<file path="src/design/stream_skid.sv">
`timescale 1ns/1ns

module stream_skid #(
    parameter type payload_t = logic [7:0]
) (
    input  logic     clk,
    input  logic     rst,
    input  logic     in_valid_i,
    output logic     in_ready_o,
    input  payload_t in_data_i,
    output logic     out_valid_o,
    input  logic     out_ready_i,
    output payload_t out_data_o
);

    payload_t main_q;
    payload_t spare_q;
    logic     main_v;
    logic     spare_v;
    logic     in_fire;
    logic     out_fire;

    assign in_ready_o  = !spare_v;   // Ready comes straight from a flop.
    assign out_valid_o = main_v;
    assign out_data_o  = main_q;

    assign in_fire  = in_valid_i && in_ready_o;
    assign out_fire = main_v && out_ready_i;

    always_ff @(posedge clk) begin
        if (rst) begin
            main_v  <= 1'b0;
            spare_v <= 1'b0;
        end else if (spare_v) begin
            if (out_fire)
                spare_v <= 1'b0;     // Spare moves up, main stays valid.
        end else if (in_fire) begin
            if (main_v && !out_fire)
                spare_v <= 1'b1;
            main_v <= 1'b1;
        end else if (out_fire) begin
            main_v <= 1'b0;
        end
    end

    // Spare is only written when the output stalls during an input transfer.
    always_ff @(posedge clk) begin
        if (spare_v) begin
            if (out_fire)
                main_q <= spare_q;
        end else if (in_fire) begin
            if (main_v && !out_fire)
                spare_q <= in_data_i;
            else
                main_q <= in_data_i;
        end
    end

endmodule

</file>
<file path="config.mk">
export PLATFORM = sky130hd
export DESIGN_NAME = stream_skid
export DESIGN_NICKNAME = d
export VERILOG_FILES = /design/src/design/stream_skid.sv
export SDC_FILE = /design/constraint.sdc
export NUM_CORES = 1
export LEC_CHECK = 0
export BUFFER_PORTS_ARGS = -buffer_cell sky130_fd_sc_hd__clkbuf_2
export CAP_MARGIN = 20
export CORE_MARGIN = 4
export CORE_UTILIZATION = 45
export DETAILED_ROUTE_END_ITERATION = 6
export PLACE_DENSITY = 0.7
export REMOVE_ABC_BUFFERS = 1
export SLEW_MARGIN = 30
export SYNTH_ARGS = -nofsm -noshare
export SYNTH_HDL_FRONTEND = slang
export SYNTH_SLANG_ARGS = --single-unit
</file>
<file path="constraint.sdc">
create_clock -name clk -period 1.7 [get_ports clk]
set_input_delay 0.17 -clock clk [delete_from_list [all_inputs] [get_ports clk]]
set_output_delay 0.17 -clock clk [all_outputs]
set_load 0.05 [all_outputs]
</file>
==> results of run 1 <==
==> worst max-delay path, stage by stage (launching register included) <==
cell and delay, ns:
sky130_fd_sc_hd__dfxtp_1 0.64, sky130_fd_sc_hd__inv_1 0.12, sky130_fd_sc_hd__clkbuf_2 0.26
==> worst paths after layout <==
| path | startpoint | endpoint | slack [ns] | cells after the start |
|---|---|---|---|---|
| worst max register to register | spare_v | out_data_o[5] | 0.32 | 3 |
| worst max-delay path | spare_v | in_ready_o | 0.23 | 2 |
| worst min register to register | spare_q[5] | out_data_o[5] | 0.56 | 1 |
| worst min-delay path | in_data_i[1] | spare_q[1] | 0.06 | 1 |
==> report_power, final <==
group	internal (mW)	switching (mW)	leakage [nW]	total [mW]
Clock	0.0911	0.121	0.0150	0.212
Sequential	0.513	0.0149	0.166	0.528
Combinational	0.0464	0.104	0.149	0.150
==> routing by layer <==
| layer | track usage (%) | up-vias | part of all wire (%) |
|---|---|---|---|
| met5 | 0 | - | 0 |
| met4 | 3.31 | 0 | 0.76 |
| met3 | 3.45 | 2 | 7.9 |
| met2 | 16.0 | 16 | 45 |
| met1 | 13.9 | 176 | 46 |
| li1 | - | 196 | - |
==> cells in the mapped netlist <==
cell type / count / area share (%)
sky130_fd_sc_hd__dfxtp_1: 2 / 5.8
sky130_fd_sc_hd__mux2_2: 8 / 13
sky130_fd_sc_hd__edfxtp_1: 16 / 69
sky130_fd_sc_hd__inv_1: 3 / 1.6
sky130_fd_sc_hd__mux2i_1: 1 / 1.4
sky130_fd_sc_hd__o32ai_1: 1 / 1.3
sky130_fd_sc_hd__and2b_2: 1 / 1.3
sky130_fd_sc_hd__nand2b_1: 1 / 0.90
sky130_fd_sc_hd__and4_1: 1 / 1.3
sky130_fd_sc_hd__a211oi_1: 1 / 1.1
sky130_fd_sc_hd__a21oi_1: 2 / 1.4
sky130_fd_sc_hd__buf_6: 1 / 1.6
==> cells by family after synthesis <==
logic type | count (synthesis) | synth area share (%)
muxes | 9 | 14.4
DFF | 18 | 75.1
and+or+nand+nor | 3 | 3.43
buffers and inverters | 4 | 3.25
AOI/OAI and AO/OA | 4 | 3.79
==> sequential cells by signal, summed over array words and instances, names as in the netlist <==
signal       cells
out_data_o       8
out_valid_o      1
spare_v          1
spare_q          8
==> area by class of cell <==
type	instances	area, um2	area share, %
tap	15	18.8	2.24
clock buffer	4	26.3	3.13
multi-input combinational	16	150	17.9
inverter	3	11.3	1.34
timing repair buffer	22	113	13.4
sequential	18	520	62.0
==> metrics by stage <==
step | total power, mW | area (um2) | worst slack, ns | std cells
2_1_floorplan | 0.643 | 682 | 0.0227 | 37
3_3_place_gp | 0.689 | 813 | 0.369 | 74
6_report | 0.890 | 840 | 0.228 | 78
3_5_place_dp | 0.690 | 813 | 0.330 | 74
5_1_grt | 0.927 | 840 | 0.0999 | 78
4_1_cts | 0.901 | 840 | 0.211 | 78
==> layout by cell type, fill, tap and decap left out, drive strengths merged <==
cell type | synthesis | layout
clkbuf | 0 | 25
edfxtp | 16 | 16
mux2 | 8 | 8
inv | 3 | 3
a21oi | 2 | 2
dfxtp | 2 | 2
mux2i | 1 | 1
and4 | 1 | 1
and2b | 1 | 1
nand2b | 1 | 1
o32ai | 1 | 1
a211oi | 1 | 1
buf | 1 | 1
==> flow_summary.rst, run 1 <==
.. list-table::
   :header-rows: 1

   * - Metric
     - Value
   * - Crit path capture type
     - output pin
   * - Post-CTS sizing
     - 0
   * - Leakage power figure
     - 0.330 nW
   * - Sinks on Clock Net
     - 18
   * - Max Fanout on Critical Path
     - 13
   * - Setup skew after layout
     - between 0.008 and 0.009 ns
   * - Clock buffer count from CTS
     - 3
   * - Class of the most critical setup path
     - flop to output pin
   * - Crit path DAT
     - approximately 1.3 ns
   * - Flop and latch count out of synthesis
     - 18
   * - Placeable Area
     - between 0.001 and 0.0015 mm2
   * - Initial Util
     - about half
   * - Total Neg Setup Slack
     - 0 ns
   * - Fill count
     - between 100 and 150
   * - Sequential cell area fraction in the yosys report
     - between 70% and 80%
   * - Bufs on Longest Clock Path
     - 2
   * - Initial detailed-routing violation count
     - 2
   * - Number of max-cap violations
     - 0
   * - FP Rows
     - 13
   * - Post-DR vias/cell
     - around 5
   * - Layout-stage area growth over the synthesis result
     - 21.1%
   * - CP startpoint kind
     - flop
   * - Clock latency on the worst-skew pair
     - roughly 0.29 ns
   * - Port buffer count
     - 21
   * - Vias post-DR
     - between 300 and 400
   * - Aggregate global routing overflow
     - 0
   * - Final layout net count
     - 76
   * - Number of hold violations in the final report
     - 0
   * - Syn Std Cell Area
     - 693 um2
   * - Measured slew at the worst slew-check pin
     - between 0.5 and 0.6 ns
   * - Period utilization
     - 86.6%
   * - Die X
     - about 47 um
   * - TritonCTS clock tree
     - built
   * - Average footprint of a synthesized cell
     - ~18 um2
   * - Pin count of the biggest net entering global routing
     - 14
   * - Endpoint required time on the critical path
     - around 1.5 ns
   * - Warning count from the yosys run
     - 0
   * - Post-DP HPWL
     - 797 um
   * - Die extent in y
     - approximately 47 um
   * - Synthesized netlist cell count
     - 38
   * - Number of global-route vias before repair
     - 353
   * - Setup repair after global routing missed its margin
     - no
   * - Hold Worst Slack
     - 0.0648 ns
   * - Clock root buffer
     - sky130_fd_sc_hd__clkbuf_4
   * - Number of antenna violations at the first check in global routing
     - 0
   * - Worst VDD drop
     - between 0.0004 and 0.0005 V
   * - Number of unique standard cell types used by synthesis
     - 12
   * - Total routing usage reported by global routing
     - roughly a tenth
   * - Average routed wire per standard cell
     - between 10 and 15 um
   * - Final critical delay including setup and external delays
     - about 1.5 ns
   * - CTS Hold Bufs
     - 0
   * - Number of diodes added for antenna fixing
     - 0
   * - Count of H-tree levels built during CTS
     - 1
   * - Final Setup Violations
     - 0
   * - Outcome
     - completed
   * - Final ANT Viol Nets
     - 0
   * - First-pass GRT wire length
     - around 1.6 mm
   * - Max Transition Viols Final
     - 0
   * - Worst slew slack as a fraction of its limit
     - around two thirds
   * - Total wire length
     - roughly 1.0 mm
   * - Remaining design rule violation count
     - 0
   * - Post-CTS Setup Inserts
     - 0
   * - Die ar.
     - 0.00223 mm2
   * - Upper clock frequency limit
     - between 0.6 and 0.7 GHz
   * - Clk slew on worst S/H paths
     - about 0.1 ns
   * - Core utilization of the finished layout
     - between 60% and 70%
   * - Detailed Routing Iterations Pass 1
     - 2
   * - Total I/O pin count
     - 22
   * - Worst min-delay path category
     - input port to flop
   * - Power density normalized to cell area
     - 1060 mW/mm2
   * - Final GP Congestion
     - roughly 0.69
   * - Layout cell share with drive strength beyond 1
     - a little over half
No activity file was read; power rests on OpenSTA's default activity.
==> inputs of run 2 (changes only) <==
--- a/config.mk
+++ b/config.mk
@@ -5,12 +5,12 @@
 export SDC_FILE = /design/constraint.sdc
 export NUM_CORES = 1
 export LEC_CHECK = 0
-export BUFFER_PORTS_ARGS = -buffer_cell sky130_fd_sc_hd__clkbuf_2
 export CAP_MARGIN = 20
 export CORE_MARGIN = 4
 export CORE_UTILIZATION = 45
 export DETAILED_ROUTE_END_ITERATION = 6
-export PLACE_DENSITY = 0.7
+export DONT_BUFFER_PORTS = 1
+export PLACE_DENSITY = 0.58
 export REMOVE_ABC_BUFFERS = 1
 export SLEW_MARGIN = 30
 export SYNTH_ARGS = -nofsm -noshare
==> run 2 against run 1 <==
Against the previous run: flip-flop and latch count stayed put; critical path depth rose by 1; clock power barely moved; worst setup slack better by 0.099 ns; global-route usage up 1.5 points; critical path type is now flop to flop; largest cell class unchanged; highest routed layer is now met3.
==> flow_summary.rst, run 2 (synthesized netlist as in run 1, its figures left out) <==
.. list-table::
   :header-rows: 1

   * - Metric
     - Value
   * - Layout cell share with drive strength beyond 1
     - 32.8% (was 54.0%)
   * - Sinks on Clock Net
     - 18 (unchanged)
   * - Final ANT Viol Nets
     - 0 (unchanged)
   * - Logic depth of the worst setup path including buffers
     - 3 (was 2)
   * - Final critical delay including setup and external delays
     - 1.37 ns (was 1.47 ns)
   * - Vias post-DR
     - 392 (was 390)
   * - Commonest non-fill, non-tap cell in the layout
     - sky130_fd_sc_hd__edfxtp_1 (was sky130_fd_sc_hd__clkbuf_2)
   * - Die ar.
     - 0.00223 mm2 (unchanged)
   * - Bufs on Longest Clock Path
     - 2 (unchanged)
   * - Measured slew at the worst slew-check pin
     - 0.465 ns (was 0.503 ns)
   * - Total routing usage reported by global routing
     - 11.9% (was 10.4%)
   * - Count of H-tree levels built during CTS
     - 1 (unchanged)
   * - CP startpoint kind
     - flop (unchanged)
   * - Outcome
     - completed (unchanged)
   * - First-pass GRT wire length
     - 1.75 mm (was 1.55 mm)
   * - Capture instance of the worst register-to-register path
     - spare_v (was out_data_o[5])
   * - Die extent in y
     - 47.2 um (unchanged)
   * - Crit path DAT
     - 1.59 ns (was 1.30 ns)
   * - Initial detailed-routing violation count
     - 3 (was 2)
   * - Clock latency on the worst-skew pair
     - 0.28 ns (was 0.29 ns)
   * - Initial Util
     - 50.1% (unchanged)
   * - Placed cell area
     - 753 um2 (was 813 um2)
   * - Die X
     - 47.2 um (unchanged)
   * - Upper clock frequency limit
     - 0.728 GHz (was 0.679 GHz)
   * - Number of diodes added for antenna fixing
     - 0 (unchanged)
   * - Largest incremental delay on the critical path
     - 0.57 ns (was 0.64 ns)
   * - Worst-case register-to-register setup slack
     - 0.33 ns (was 0.32 ns)
   * - Leading cell types in the layout, fill and taps excluded
     - 16 x sky130_fd_sc_hd__edfxtp_1, 10 x sky130_fd_sc_hd__dlygate4sd3_1, 8 x sky130_fd_sc_hd__mux2_2 (was 21 x sky130_fd_sc_hd__clkbuf_2, 16 x sky130_fd_sc_hd__edfxtp_1, 8 x sky130_fd_sc_hd__mux2_2)
   * - Port buffer count
     - 0 (was 21)
   * - Slowest CP cell
     - sky130_fd_sc_hd__dlygate4sd3_1 (was sky130_fd_sc_hd__dfxtp_1)
   * - Number of hold violations in the final report
     - 0 (unchanged)
   * - Leakage power figure
     - 0.318 nW (was 0.330 nW)
   * - Number of global-route vias before repair
     - 437 (was 353)
   * - CP top delay family
     - buffers and inverters (was flip-flops)
   * - Placeable Area
     - 0.00138 mm2 (unchanged)
   * - TritonCTS clock tree
     - built (unchanged)
   * - Aggregate global routing overflow
     - 0 (unchanged)
   * - Total wire length
     - 1.12 mm (was 1.05 mm)
   * - Clock root buffer
     - sky130_fd_sc_hd__clkbuf_4 (unchanged)
   * - Final GP Congestion
     - 0.691 (was 0.688)
   * - Launch point of the worst path
     - spare_v (unchanged)
   * - Post-CTS sizing
     - 0 (unchanged)
   * - Worst slew slack as a fraction of its limit
     - 69.1% (was 66.4%)
   * - Clock buffer count from CTS
     - 3 (unchanged)
   * - Worst path buffer plus inverter count
     - 1 (was 2)
   * - Final layout net count
     - 71 (was 76)
   * - Layout-stage area growth over the synthesis result
     - 26.9% (was 21.1%)
   * - Setup repair after global routing missed its margin
     - no (unchanged)
   * - Max Fanout on Critical Path
     - 8 (was 13)
   * - FP Rows
     - 13 (unchanged)
   * - Total Neg Setup Slack
     - 0 ns (unchanged)
   * - Number of cells on the worst reg-to-reg path
     - 3 (unchanged)
   * - Crit path capture type
     - flop (was output pin)
   * - Class of the most critical setup path
     - flop to flop (was flop to output pin)
   * - Detailed Routing Iterations Pass 1
     - 2 (unchanged)
   * - R2r startpoint
     - spare_v (unchanged)
   * - Pin count of the biggest net entering global routing
     - 11 (was 14)
   * - Worst min-delay path category
     - input port to flop (unchanged)
   * - Cells traversed along the worst timing path
     - a21oi_1 > a211oi_1 > dlygate4sd3_1 (was inv_1 > clkbuf_2)
   * - Clk slew on worst S/H paths
     - 0.09 ns (was 0.10 ns)
   * - Setup skew after layout
     - 0.00947 ns (was 0.00831 ns)
   * - Max Transition Viols Final
     - 0 (unchanged)
   * - Number of max-cap violations
     - 0 (unchanged)
   * - Final Setup Violations
     - 0 (unchanged)
   * - Worst VDD drop
     - 0.000455 V (was 0.000485 V)
   * - Power density normalized to cell area
     - 1010 mW/mm2 (was 1060 mW/mm2)
   * - Period utilization
     - 80.8% (was 86.6%)
   * - Endpoint required time on the critical path
     - 1.92 ns (was 1.53 ns)
   * - Remaining design rule violation count
     - 0 (unchanged)
   * - Post-DR vias/cell
     - 5.37 (was 5.00)
   * - Total I/O pin count
     - 22 (unchanged)
   * - Number of antenna violations at the first check in global routing
     - 0 (unchanged)
   * - Average routed wire per standard cell
     - 15.4 um (was 13.4 um)
   * - Post-DP HPWL
     - 812 um (was 797 um)
   * - Final std cell area, no fill
     - 880 um2 (was 840 um2)
   * - Capturing instance or port of the critical path
     - spare_v (was in_ready_o)
run 2: cell count changes in the layout (fill, tap and decap cells not counted), sizes merged:
cell,change
dlygate4sd3,+10
clkbuf,-21
buf,+6
run 2: worst min-delay path by stage:
| stage | startpoint | end | slack, ns | depth (start not counted) |
|---|---|---|---|---|
| final | in_valid_i | out_valid_o | 0.04 | 2 |
| after global routing | in_valid_i | out_valid_o | 0.02 | 2 |
| after CTS | in_valid_i | out_valid_o | 0.04 | 2 |
| after detailed placement | rst | spare_v | 0.26 | 1 |
| after global placement | rst | spare_v | 0.25 | 1 |
| after floorplan | rst | spare_v | 0.25 | 1 |
run 2: cell type report:
type	instances	area [um2]
clock buffers	4	26.3
fillers	94	503
inverters	3	11.3
multi-input cells	16	150
flip-flops and latches	18	520
well taps	15	18.8
repair buffers	17	153
run 2: metal layers:
metal / share of wire [%] / up-vias / wire length [um] / track usage (%)
met5: 0 / - / 0 / 0
met4: 0 / 0 / 0 / 4.97
met3: 4.5 / 0 / 51 / 3.83
met2: 54 / 14 / 609 / 21.9
met1: 41 / 194 / 460 / 12.1
li1: - / 184 / - / -
run 2: repair_timing:
action / 4_1_cts / 5_1_grt
endpoints found under the hold margin: 10 / 0
setup buffers: 0 / 0
hold buffers: 10 / 0
run 2: stage by stage:
stage	total power, mW	setup slack [ns]	std cells	util [%]	hold slack (ns)
final	0.889	0.327	73	63.6	0.0420
after global routing	0.918	0.268	73	63.6	0.0247
after CTS	0.895	0.304	73	63.6	0.0350
after detailed placement	0.671	0.433	59	54.5	0.259
after global placement	0.667	0.501	59	54.5	0.250
after floorplan	0.643	0.0227	37	-	0.248
run 2: power breakdown:
group / leakage (nW) / switching [mW] / total [mW] / internal (mW)
sequential: 0.166 / 0.0718 / 0.586 / 0.515
clock: 0.0150 / 0.119 / 0.210 / 0.0909
combinational: 0.137 / 0.0417 / 0.0925 / 0.0508
==> inputs of run 3 (changes only) <==
==> constraint.sdc (replaced) <==
create_clock -name clk -period 1.45 [get_ports clk]
set_input_delay 0.145 -clock clk [delete_from_list [all_inputs] [get_ports clk]]
set_output_delay 0.145 -clock clk [all_outputs]
set_load 0.05 [all_outputs]
==> run 3 against run 2 <==
Against the previous run: utilization increased by 0.72 points; via count increased by 1.0%; power increased by 17%; maximum frequency increased by 0.30%; register-to-register slack got worse by 0.25 ns; wire length increased by 1.3%; critical path type unchanged; largest power group unchanged.
==> flow_summary.rst, run 3 (synthesized netlist as in run 1, its figures left out) <==
.. list-table::
   :header-rows: 1

   * - Metric
     - Value
   * - Outcome
     - completed (unchanged)
   * - Leakage power figure
     - 0.322 nW (was 0.318 nW)
   * - Vias post-DR
     - 396 (was 392)
   * - TritonCTS clock tree
     - built (unchanged)
   * - Core utilization of the finished layout
     - 64.3% (was 63.6%)
   * - CP startpoint kind
     - flop (unchanged)
   * - Proportion of power drawn by combinational gates
     - 10.6% (was 10.4%)
   * - Worst-case register-to-register setup slack
     - 0.08 ns (was 0.33 ns)
   * - Worst VDD drop
     - 0.000532 V (was 0.000455 V)
   * - Portion of total power attributed to sequential cells
     - 65.8% (was 65.9%)
   * - Post-DR vias/cell
     - 5.35 (was 5.37)
   * - Post-placement worst setup slack
     - 0.183 ns (was 0.433 ns)
   * - R2r startpoint
     - spare_v (unchanged)
   * - Clock network power share
     - 23.6% (about the same)
   * - Switching share of power
     - 26.1% (was 26.2%)
   * - Class of the most critical setup path
     - flop to flop (unchanged)
   * - Upper clock frequency limit
     - 0.731 GHz (was 0.728 GHz)
   * - Total Neg Setup Slack
     - 0 ns (unchanged)
   * - Count of placed standard cells including taps
     - 59 (unchanged)
   * - Total I/O pin count
     - 22 (unchanged)
   * - Number of max-cap violations
     - 0 (unchanged)
   * - Clk slew on worst S/H paths
     - 0.09 ns (about the same)
   * - Die extent in y
     - 47.2 um (unchanged)
   * - Pin count of the biggest net entering global routing
     - 11 (unchanged)
   * - Count of placed standard cells in the final layout, fillers left out
     - 74 (was 73)
   * - Leading cell types in the layout, fill and taps excluded
     - 16 x sky130_fd_sc_hd__edfxtp_1, 11 x sky130_fd_sc_hd__dlygate4sd3_1, 8 x sky130_fd_sc_hd__mux2_2 (was 16 x sky130_fd_sc_hd__edfxtp_1, 10 x sky130_fd_sc_hd__dlygate4sd3_1, 8 x sky130_fd_sc_hd__mux2_2)
   * - Worst slew slack as a fraction of its limit
     - 69.1% (unchanged)
   * - Crit path capture type
     - flop (unchanged)
   * - Die X
     - 47.2 um (unchanged)
   * - Crit path DAT
     - 1.59 ns (about the same)
   * - Max Transition Viols Final
     - 0 (unchanged)
   * - Combined flip-flop and latch cell area
     - 520 um2 (unchanged)
   * - First-pass GRT wire length
     - 1.75 mm (unchanged)
   * - Hold Worst Slack
     - 0.0538 ns (was 0.0420 ns)
   * - Average routed wire per standard cell
     - 15.4 um (about the same)
   * - Largest incremental delay on the critical path
     - 0.57 ns (about the same)
   * - Number of hold violations in the final report
     - 0 (unchanged)
   * - Final critical delay including setup and external delays
     - 1.37 ns (about the same)
   * - Count of H-tree levels built during CTS
     - 1 (unchanged)
   * - Final layout net count
     - 72 (was 71)
   * - Post-DP HPWL
     - 812 um (unchanged)
   * - Number of global-route vias before repair
     - 437 (unchanged)
   * - Port buffer count
     - 0 (unchanged)
   * - Final Setup Violations
     - 0 (unchanged)
   * - Number of antenna violations at the first check in global routing
     - 0 (unchanged)
   * - Clock latency on the worst-skew pair
     - 0.28 ns (about the same)
   * - FP Rows
     - 13 (unchanged)
   * - Number of cells on the worst reg-to-reg path
     - 3 (unchanged)
   * - Measured slew at the worst slew-check pin
     - 0.465 ns (about the same)
   * - Max Fanout on Critical Path
     - 8 (unchanged)
   * - Total routing usage reported by global routing
     - 11.9% (unchanged)
   * - Endpoint required time on the critical path
     - 1.67 ns (was 1.92 ns)
   * - Internal cell power
     - 771 uW (was 656 uW)
   * - Capture instance of the worst register-to-register path
     - spare_v (unchanged)
   * - Cells traversed along the worst timing path
     - a21oi_1 > a211oi_1 > dlygate4sd3_1 (unchanged)
   * - Worst path buffer plus inverter count
     - 1 (unchanged)
   * - Initial Util
     - 50.1% (unchanged)
   * - Clock buffer count from CTS
     - 3 (unchanged)
   * - Commonest non-fill, non-tap cell in the layout
     - sky130_fd_sc_hd__edfxtp_1 (unchanged)
   * - Net switching component of the power
     - 273 uW (was 233 uW)
   * - Layout-stage area growth over the synthesis result
     - 28.3% (was 26.9%)
   * - Fill count
     - 91 (was 94)
   * - Die ar.
     - 0.00223 mm2 (unchanged)
   * - Number of diodes added for antenna fixing
     - 0 (unchanged)
   * - Sinks on Clock Net
     - 18 (unchanged)
   * - Period utilization
     - 94.4% (was 80.8%)
   * - Slowest CP cell
     - sky130_fd_sc_hd__dlygate4sd3_1 (unchanged)
   * - Launch point of the worst path
     - spare_v (unchanged)
   * - Setup skew after layout
     - 0.00941 ns (was 0.00947 ns)
   * - Final ANT Viol Nets
     - 0 (unchanged)
   * - Logic depth of the worst setup path including buffers
     - 3 (unchanged)
   * - Final std cell area, no fill
     - 890 um2 (was 880 um2)
   * - CP top delay family
     - buffers and inverters (unchanged)
   * - Post-route total power
     - 1.04 mW (was 889 uW)
   * - Bufs on Longest Clock Path
     - 2 (unchanged)
   * - Final GP Congestion
     - 0.691 (unchanged)
   * - Worst min-delay path category
     - input port to flop (unchanged)
   * - Layout cell share with drive strength beyond 1
     - 32.2% (was 32.8%)
   * - Setup repair after global routing missed its margin
     - no (unchanged)
   * - Total wire length
     - 1.14 mm (was 1.12 mm)
   * - Aggregate global routing overflow
     - 0 (unchanged)
   * - Initial detailed-routing violation count
     - 4 (was 3)
   * - Remaining design rule violation count
     - 0 (unchanged)
   * - Fin worst setup slack
     - 0.0812 ns (was 0.327 ns)
   * - Detailed Routing Iterations Pass 1
     - 2 (unchanged)
   * - Clock root buffer
     - sky130_fd_sc_hd__clkbuf_4 (unchanged)
   * - Capturing instance or port of the critical path
     - spare_v (unchanged)
   * - Power density normalized to cell area
     - 1170 mW/mm2 (was 1010 mW/mm2)
   * - Placed cell area
     - 753 um2 (unchanged)
   * - Placeable Area
     - 0.00138 mm2 (unchanged)
   * - Footprint of the multi-input gates
     - 150 um2 (unchanged)
==> run 3: final cells by class <==
class | count | share of cell area, %
tap | 15 | 2.11
inverter | 3 | 1.27
sequential | 18 | 58.5
multi-input combinational | 16 | 16.9
clock buffer | 4 | 2.95
timing repair buffer | 18 | 18.3
==> run 3: worst min path at each step <==
stage	startpoint	endpoint	slack [ns]	depth (start not counted)
after floorplan	rst	spare_v	0.22	1
after global placement	rst	spare_v	0.23	1
after detailed placement	rst	spare_v	0.23	1
after CTS	in_valid_i	out_valid_o	0.01	2
after global routing	rst	out_valid_o	0.04	2
final	rst	out_valid_o	0.05	2
==> run 3: layer usage <==
layer,part of all wire (%),up-vias,track usage [%],routed length (um)
met5,0,-,0,0
met1,41,194,12.1,463
met3,4.3,0,3.83,49
met4,0,0,4.97,0
li1,-,188,-,-
met2,55,14,21.9,623
==> run 3: what timing repair did <==
item,CTS,global route
hold buffers,10,1
buffers inserted,0,0
endpoints found under the hold margin,10,1
gates resized for setup,0,0
==> run 3: power by group through the flow <==
stage | clock network (mW) | logic (mW) | registers (mW)
2_1_floorplan | 0 | 0.0467 | 0.707
3_3_place_gp | 0 | 0.0830 | 0.699
3_5_place_dp | 0 | 0.0868 | 0.700
4_1_cts | 0.251 | 0.109 | 0.688
5_1_grt | 0.267 | 0.119 | 0.693
6_report | 0.246 | 0.111 | 0.688
